<file path="src/flash_pkg.sv">
package flash_pkg;

	localparam int WORD_BITS = 22; // flash word address width, both chips
	localparam int REG_BITS  = 4;  // register index width

	// register map, reg space
	localparam logic [REG_BITS-1:0] REG_STATUS = 4'd0;
	localparam logic [REG_BITS-1:0] REG_COUNT  = 4'd1;

	// array view of the bus address
	typedef struct packed {
		logic                 space; // 0 selects the array
		logic                 chip;  // which of the two parallel chips
		logic [WORD_BITS-1:0] word;  // 32-bit word address inside the chip
		logic [7:0]           rsvd;  // ignored
	} arr_addr_t;

	// register view of the same word
	typedef struct packed {
		logic                     space; // 1 selects the registers
		logic [31-REG_BITS-1:0]   rsvd;  // ignored
		logic [REG_BITS-1:0]      idx;   // register index
	} reg_addr_t;

	typedef union packed {
		arr_addr_t arr;
		reg_addr_t regs;
	} wb_addr_u;

	typedef enum logic [1:0] {
		kind_arr, // timed chip read
		kind_reg, // status or counter
		kind_wr   // acked and dropped
	} flash_kind_e;

	// decoded request, decode -> engine and result
	typedef struct packed {
		flash_kind_e          kind;
		logic                 chip;
		logic [WORD_BITS-1:0] word;
		logic [REG_BITS-1:0]  idx;
	} flash_req_t;

	// array read result, engine -> result
	typedef struct packed {
		logic        valid; // one cycle per finished read
		logic [31:0] data;
	} flash_res_t;

endpackage

</file>
<file path="src/flash_addr_decode.sv">
`timescale 1ns/1ns

module flash_addr_decode (
	input  logic                  clk_bus,
	input  logic                  rst,
	input  logic                  wbs_cyc_i,
	input  logic                  wbs_stb_i,
	input  logic                  wbs_we_i,
	input  flash_pkg::wb_addr_u   wbs_adr_i,
	input  logic                  ack_i,       // end of the bus cycle
	output flash_pkg::flash_req_t req_o,
	output logic                  req_valid_o
	);

	import flash_pkg::*;

	logic       locked; // request taken, waiting for ack
	logic       fire;
	flash_req_t req_d;

	assign fire = wbs_cyc_i & wbs_stb_i & ~locked; // first cycle of a new bus cycle

	// classify by the space bit, then read the matching view
	always_comb begin
		req_d = '0;
		if (wbs_we_i) begin
			req_d.kind = kind_wr; // nothing is written, address not needed
		end else if (wbs_adr_i.arr.space == 1'b0) begin
			req_d.kind = kind_arr;
			req_d.chip = wbs_adr_i.arr.chip;
			req_d.word = wbs_adr_i.arr.word;
		end else begin
			req_d.kind = kind_reg;
			req_d.idx  = wbs_adr_i.regs.idx;
		end
	end

	always_ff @(posedge clk_bus) begin
		if (rst) begin
			locked      <= 1'b0;
			req_valid_o <= 1'b0;
		end else begin
			req_valid_o <= fire; // single pulse per bus cycle
			if (fire)
				locked <= 1'b1;
			else if (ack_i)
				locked <= 1'b0; // stb drops the cycle after ack
		end
	end

	// request payload, only meaningful with req_valid_o
	always_ff @(posedge clk_bus) begin
		if (fire)
			req_o <= req_d;
	end

endmodule

</file>
<file path="src/flash_read_engine.sv">
`timescale 1ns/1ns

module flash_read_engine #(
	parameter int ACCESS_CYCLES = 6,  // fixed wait after ce/oe fall
	parameter int RESET_CYCLES  = 20  // flash reset pulse length
	) (
	input  logic                             clk_bus,
	input  logic                             rst,
	input  flash_pkg::flash_req_t            req_i,
	input  logic                             req_valid_i,
	output flash_pkg::flash_res_t            rd_o,
	output logic                             busy_o,
	output logic                             flash_rst_n_o,
	output logic [1:0]                       flash_ce_n_o,
	output logic                             flash_oe_n_o,
	output logic [flash_pkg::WORD_BITS-1:0]  flash_addr_o,
	input  logic [1:0]                       flash_ready_i,
	input  logic [31:0]                      flash_din_i
	);

	import flash_pkg::*;

	localparam int CNT_BITS = $clog2(RESET_CYCLES + ACCESS_CYCLES + 1);
	localparam logic [CNT_BITS-1:0] RST_LAST = CNT_BITS'(RESET_CYCLES - 1);
	localparam logic [CNT_BITS-1:0] ACC_LAST = CNT_BITS'(ACCESS_CYCLES - 1);

	typedef enum logic [2:0] {
		S_RST,  // flash reset pin held low
		S_IDLE,
		S_ACC,  // fixed access time
		S_RDY,  // wait for the chip's ready line
		S_SMP   // data bus stable, take the word
	} state_e;

	state_e               state;
	logic [CNT_BITS-1:0]  cnt;
	logic                 pend;       // array request waiting to start
	logic                 cur_chip;
	logic [WORD_BITS-1:0] cur_word;
	logic [1:0]           ready_s1;   // ready lines are async to clk_bus
	logic [1:0]           ready_s2;
	logic                 in_access;

	assign in_access     = (state == S_ACC) || (state == S_RDY) || (state == S_SMP);
	assign flash_rst_n_o = (state != S_RST);
	assign flash_ce_n_o  = in_access ? ~(2'b01 << cur_chip) : 2'b11; // only one chip at a time
	assign flash_oe_n_o  = ~in_access;
	assign flash_addr_o  = cur_word;
	assign busy_o        = (state != S_IDLE) | pend; // also high through the reset pulse

	always_ff @(posedge clk_bus) begin
		ready_s1 <= flash_ready_i;
		ready_s2 <= ready_s1;
	end

	always_ff @(posedge clk_bus) begin
		if (rst) begin
			state      <= S_RST;
			cnt        <= '0;
			pend       <= 1'b0;
			rd_o.valid <= 1'b0;
		end else begin
			rd_o.valid <= 1'b0;
			if (req_valid_i && req_i.kind == kind_arr)
				pend <= 1'b1; // kept through reset hold
			case (state)
				S_RST: begin
					cnt <= cnt + 1'b1;
					if (cnt == RST_LAST)
						state <= S_IDLE;
				end
				S_IDLE: begin
					cnt <= '0;
					if (pend) begin
						pend  <= 1'b0;
						state <= S_ACC;
					end
				end
				S_ACC: begin
					cnt <= cnt + 1'b1;
					if (cnt == ACC_LAST)
						state <= S_RDY;
				end
				S_RDY: if (ready_s2[cur_chip]) state <= S_SMP;
				S_SMP: begin
					rd_o.valid <= 1'b1; // data registered on this edge too
					state      <= S_IDLE;
				end
				default: state <= S_IDLE;
			endcase
		end
	end

	// address latch and data capture, no reset needed
	always_ff @(posedge clk_bus) begin
		if (req_valid_i && req_i.kind == kind_arr) begin
			cur_chip <= req_i.chip;
			cur_word <= req_i.word;
		end
		if (state == S_SMP)
			rd_o.data <= flash_din_i;
	end

endmodule

</file>
<file path="src/flash_result_latch.sv">
`timescale 1ns/1ns

module flash_result_latch (
	input  logic                  clk_bus,
	input  logic                  rst,
	input  flash_pkg::flash_req_t req_i,
	input  logic                  req_valid_i,
	input  flash_pkg::flash_res_t rd_i,
	input  logic                  busy_i,
	input  logic [1:0]            flash_ready_i,
	output logic [31:0]           wbs_dat_o,
	output logic                  wbs_ack_o
	);

	import flash_pkg::*;

	logic [15:0] rd_count;  // finished array reads
	logic [31:0] status;
	logic [31:0] reg_word;
	logic        quick;     // answered straight from decode

	assign status = {29'd0, flash_ready_i, busy_i};
	assign quick  = req_valid_i && (req_i.kind != kind_arr);

	always_comb begin
		case (req_i.idx)
			REG_STATUS: reg_word = status;
			REG_COUNT:  reg_word = {16'd0, rd_count};
			default:    reg_word = 32'd0; // unmapped index reads zero
		endcase
	end

	always_ff @(posedge clk_bus) begin
		if (rst) begin
			wbs_ack_o <= 1'b0;
			rd_count  <= '0;
		end else begin
			wbs_ack_o <= quick | rd_i.valid; // one cycle, stb still held
			if (rd_i.valid)
				rd_count <= rd_count + 1'b1;
		end
	end

	// bus data holds until the next ack
	always_ff @(posedge clk_bus) begin
		if (rd_i.valid)
			wbs_dat_o <= rd_i.data;
		else if (quick)
			wbs_dat_o <= (req_i.kind == kind_reg) ? reg_word : 32'd0; // writes read back 0
	end

endmodule

</file>
<file path="src/wb_flash_reader.sv">
`timescale 1ns/1ns

module wb_flash_reader #(
	parameter int ACCESS_CYCLES = 6,
	parameter int RESET_CYCLES  = 20
	) (
	input  logic                            clk_bus,
	input  logic                            rst,
	// wishbone slave
	input  logic                            wbs_cyc_i,
	input  logic                            wbs_stb_i,
	input  logic                            wbs_we_i,
	input  logic [31:0]                     wbs_adr_i,
	input  logic [3:0]                      wbs_sel_i,
	output logic [31:0]                     wbs_dat_o,
	output logic                            wbs_ack_o,
	// flash pins, both chips share address and data
	output logic                            flash_rst_n_o,
	output logic [1:0]                      flash_ce_n_o,
	output logic                            flash_oe_n_o,
	output logic [flash_pkg::WORD_BITS-1:0] flash_addr_o,
	input  logic [1:0]                      flash_ready_i,
	input  logic [31:0]                     flash_din_i
	);

	import flash_pkg::*;

	flash_req_t req;
	logic       req_valid;
	flash_res_t rd;
	logic       busy;
	logic       no_read;   // write, or no byte lane enabled

	assign no_read = wbs_we_i | (wbs_sel_i == 4'b0000); // answered like a write

	flash_addr_decode u_decode (
		.clk_bus(clk_bus), .rst(rst),
		.wbs_cyc_i(wbs_cyc_i), .wbs_stb_i(wbs_stb_i), .wbs_we_i(no_read),
		.wbs_adr_i(wbs_adr_i), .ack_i(wbs_ack_o),
		.req_o(req), .req_valid_o(req_valid)
	);

	flash_read_engine #(.ACCESS_CYCLES(ACCESS_CYCLES), .RESET_CYCLES(RESET_CYCLES)) u_engine (
		.clk_bus(clk_bus), .rst(rst),
		.req_i(req), .req_valid_i(req_valid), .rd_o(rd), .busy_o(busy),
		.flash_rst_n_o(flash_rst_n_o), .flash_ce_n_o(flash_ce_n_o),
		.flash_oe_n_o(flash_oe_n_o), .flash_addr_o(flash_addr_o),
		.flash_ready_i(flash_ready_i), .flash_din_i(flash_din_i)
	);

	flash_result_latch u_result (
		.clk_bus(clk_bus), .rst(rst),
		.req_i(req), .req_valid_i(req_valid), .rd_i(rd), .busy_i(busy),
		.flash_ready_i(flash_ready_i),
		.wbs_dat_o(wbs_dat_o), .wbs_ack_o(wbs_ack_o)
	);

endmodule

</file>
<file path="config.mk">
export PLATFORM = sky130hd
export DESIGN_NAME = wb_flash_reader
export DESIGN_NICKNAME = d
export VERILOG_FILES = /design/src/flash_pkg.sv /design/src/flash_addr_decode.sv /design/src/flash_read_engine.sv /design/src/flash_result_latch.sv /design/src/wb_flash_reader.sv
export SDC_FILE = /design/constraint.sdc
export NUM_CORES = 1
export LEC_CHECK = 0
export BUFFER_PORTS_ARGS = -buffer_cell sky130_fd_sc_hd__buf_2
export CAP_MARGIN = 40
export CORE_ASPECT_RATIO = 0.9
export CORE_UTILIZATION = 30
export DETAILED_ROUTE_END_ITERATION = 6
export GPL_ROUTABILITY_DRIVEN = 0
export SLEW_MARGIN = 40
export SYNTH_ARGS = -nofsm -noshare
export SYNTH_HDL_FRONTEND = slang
export SYNTH_SLANG_ARGS = --single-unit
</file>
<file path="constraint.sdc">
create_clock -name clk_bus -period 5.8 [get_ports clk_bus]
set_input_delay 0.58 -clock clk_bus [delete_from_list [all_inputs] [get_ports clk_bus]]
set_output_delay 0.58 -clock clk_bus [all_outputs]
set_load 0.05 [all_outputs]
</file>
==> impl_metrics.toml <==
[sta]
drv_slew = 0
max_slew.worst_pin.slew_ns = 0.6515
whs_ns = 0.2803
min_period_ns = 2.498
fin_setup_tns_ns = 0
max_freq_ghz = 0.4003
hold_viol = 0
rsz0062_at_grt = "no"
timing.final.crit_share_pct = 43.07
setup_viol = 0
slew_headroom_pct = 56.46
skew_ns = 0.01153

[hold_path]
hold_start = "flash_ready_i[1]"
hp-class = "input pin to flip-flop"
hold_path_depth = 1
hold_end = "u_engine.ready_s1[1]"

[synth]
syn_avg_cell_area_sq_um = 15.02
synth_cells = 363
synthFlopType = "edfxtp_1"
syn_area_sq_mm = 0.005453
synth_cell_type_count = 42
ys_ff_latch = 149
async_reset_ff_share_pct = 0
synth_edf_count = 116
yosysSeqAreaShare_pct = 76.00
yosys_warnings = 0
synth_nets = 441

[detailed_routing]
viasPerCell = 4.265
dr.pass1.iters = 5
drc = 0
totalWireLength_mm = 10.26
drt_iter0_markers = 113
ant_nets = 0
routedWlPerCell_microns = 13.61
vias = 3216

[place]
dp_hpwl_mm = 6.950
dp.cells = 722
io_buffers = 129

[layout]
diodes = 0
drive_above_1_share_pct = 34.24
fin_nets = 579
area_growth_pct = 28.06
instances_no_fill = 754
final_util_pct = 39.39

[grt]
grt_remaining_overflow = 0
grt_pass1_wl_mm = 16.03
grt_pass1_vias = 3181
grt_max_degree = 42
grt_antenna_before_repair = 0
grt.total_usage_pct = 11.65

[clock_network]
cts_sinks = 149
clock_path_buffers = 2
post_cts_buffers = 0
hold_buffers = 0
numCtsBuffers = 17
cts_max_level = 4
cts_tree = "done"
clk_latency_ns = 0.42
root_buffer = "clkbuf_16"
path_clk_slew_ns = 0.07
cts_resized = 0

[power]
powerDensity_mw_per_mm2 = 334.4
p_seq_share_pct = 50.3
peakVddDrop_mv = 0.1578
p_int_mw = 1.782
leakage_nw = 2.615
clkPwrFrac_pct = 46.2
p_sw_share_pct = 23.70
pwr-share-comb_pct = 3.5
netSwitchingPower_mw = 0.5535

[setup_path]
cpLargestDelayFamily = "simple AND/OR/NAND/NOR gates"
worst-path-max-fanout = 10
regToRegStartpoint = "u_engine.rd_o[32]"
slowest_stage = "dfxtp_1"
start_kind = "flip-flop"
critical_path_required_ns = 5.22
ff2ff_path_depth = 5
critPathArrivalTime_ns = 1.92
r2r_end = "u_result.wbs_dat_o[11]"
critPathBufInv = 2
worstSetupEndpointType = "output pin"
worstSetupPathType = "flip-flop to output pin"
path_cells = "inv_1 -> nor3_2 -> a21oi_1 -> or2_2 -> buf_2"
ff2ff_setup_slack_ns = 3.86
cpPeakStageDelay_ns = 0.51

[floorplan]
die_x_microns = 144.1
dieArea_sq_mm = 0.01872
coreArea_sq_mm = 0.01773
io_pins = 134
start_util_pct = 30.76
die_h_microns = 129.9
rows = 46

[status]
status = "completed"

[flow_run]
cap_violations = 0
-- stage by stage --
stage	worst slack [ns]	total power [mW]	area (sq um)
finish	3.302	2.335	6983
CTS	3.272	2.369	6983
detailed placement	3.744	1.282	6381
global route	3.155	2.418	6983
global placement	3.585	1.278	6374
floorplan	0.7706	1.243	5453
-- cell type report --
type	count	area, sq um
multi-input cells	192	1235
repair buffers	132	668.1
flip-flops and latches	149	4144
clock inverters	15	176.4
inverters	9	33.78
clock buffers	17	425.4
fillers	1696	10740
well taps	240	300.3
-- kinds of logic after synthesis --
family,after synthesis,synth area share (%)
AO/OA/AOI/OAI,37,4.911
AND/OR/NAND/NOR,134,13.72
adder cells (fa/ha/maj),3,0.6885
flip-flops,149,76.00
buffers and inverters,22,1.629
XOR/XNOR,12,1.927
multiplexers,6,1.124
-- worst register-to-register path, stage by stage, from the launching register on --
cell and delay (ns):
dfxtp_1 0.30, buf_4 0.25, nor4_1 0.32, nand3b_1 0.21, nor2_2 0.49, a22o_1 0.24
-- synth_stat cells, drive strengths merged (2+ instances only) --
cell type	number	area share, %
a211oi	2	0.28
a21o	2	0.28
xnor2	7	1.1
and2	43	4.9
buf	4	0.39
nor2b	4	0.46
xor2	5	0.80
mux2i	5	0.92
dfxtp	33	12
nand3	8	0.73
clkbuf	9	0.62
nand2	15	1.0
inv	9	0.62
ha	3	0.69
a22o	13	2.1
nor3	8	0.73
a21oi	8	0.73
or2	3	0.34
o21ai	6	0.55
edfxtp	116	64
nor4	6	0.69
or3	3	0.34
nand4	6	0.96
nand2b	2	0.23
nand3b	3	0.41
o31ai	2	0.28
nor2	27	1.9
-- flip-flops by register name, summed over array words and instances, names as in the netlist --
register	flops
u_engine.cnt	5
u_decode.req_o	29
u_engine.pend	1
u_engine.ready_s2	2
u_engine.cur_chip	1
u_result.rd_count	16
u_decode.req_valid_o	1
u_decode.locked	1
u_engine.ready_s1	2
u_engine.state	3
u_result.wbs_ack_o	1
u_engine.flash_addr_o	22
u_engine.rd_o	33
u_result.wbs_dat_o	32
-- worst max-delay path by stage --
stage                      start                  to  slack, ns  depth (start not counted)
2_1_floorplan  u_engine.state[2]     flash_ce_n_o[0]       0.77                          5
3_3_place_gp           wbs_cyc_i  u_decode.req_o[10]       3.58                          4
3_5_place_dp   u_engine.state[2]     flash_ce_n_o[0]       3.74                          5
4_1_cts        u_engine.state[2]     flash_ce_n_o[0]       3.27                          5
5_1_grt        u_engine.state[2]     flash_ce_n_o[0]       3.16                          5
6_report       u_engine.state[2]     flash_ce_n_o[0]       3.30                          5
-- placed cells by master (no fill, tap or decap), types with 4 or more instances in the layout --
| cell | count |
|---|---|
| a21oi_1 | 8 |
| a22o_1 | 13 |
| and2_1 | 43 |
| buf_2 | 129 |
| clkbuf_16 | 17 |
| clkinv_8 | 4 |
| dfxtp_1 | 33 |
| edfxtp_1 | 116 |
| inv_1 | 8 |
| inv_8 | 6 |
| mux2i_1 | 5 |
| nand2_1 | 15 |
| nand3_1 | 8 |
| nand4_1 | 5 |
| nor2_1 | 24 |
| nor2b_1 | 4 |
| nor3_1 | 7 |
| nor4_1 | 6 |
| o21ai_0 | 6 |
| xnor2_1 | 7 |
| xor2_1 | 5 |
-- power groups by stage --
stage | sequential [mW] | clock [mW] | combinational (mW)
5_1_grt | 1.18 | 1.15 | 0.0894
4_1_cts | 1.17 | 1.11 | 0.0831
3_3_place_gp | 1.20 | 0 | 0.0802
2_1_floorplan | 1.22 | 0 | 0.0253
6_report | 1.17 | 1.08 | 0.0814
3_5_place_dp | 1.20 | 0 | 0.0827
-- metal layers --
metal / vias up / GRT usage [%] / routed length, microns / share of wire, %
met5: - / 0 / 0 / 0
met2: 109 / 19.21 / 4904 / 48
met3: 9 / 5.798 / 903 / 8.8
met4: 0 / 4.881 / 97 / 0.95
met1: 1495 / 12.74 / 4354 / 42
li1: 1603 / - / - / -
(Power assumes the default switching activity.)
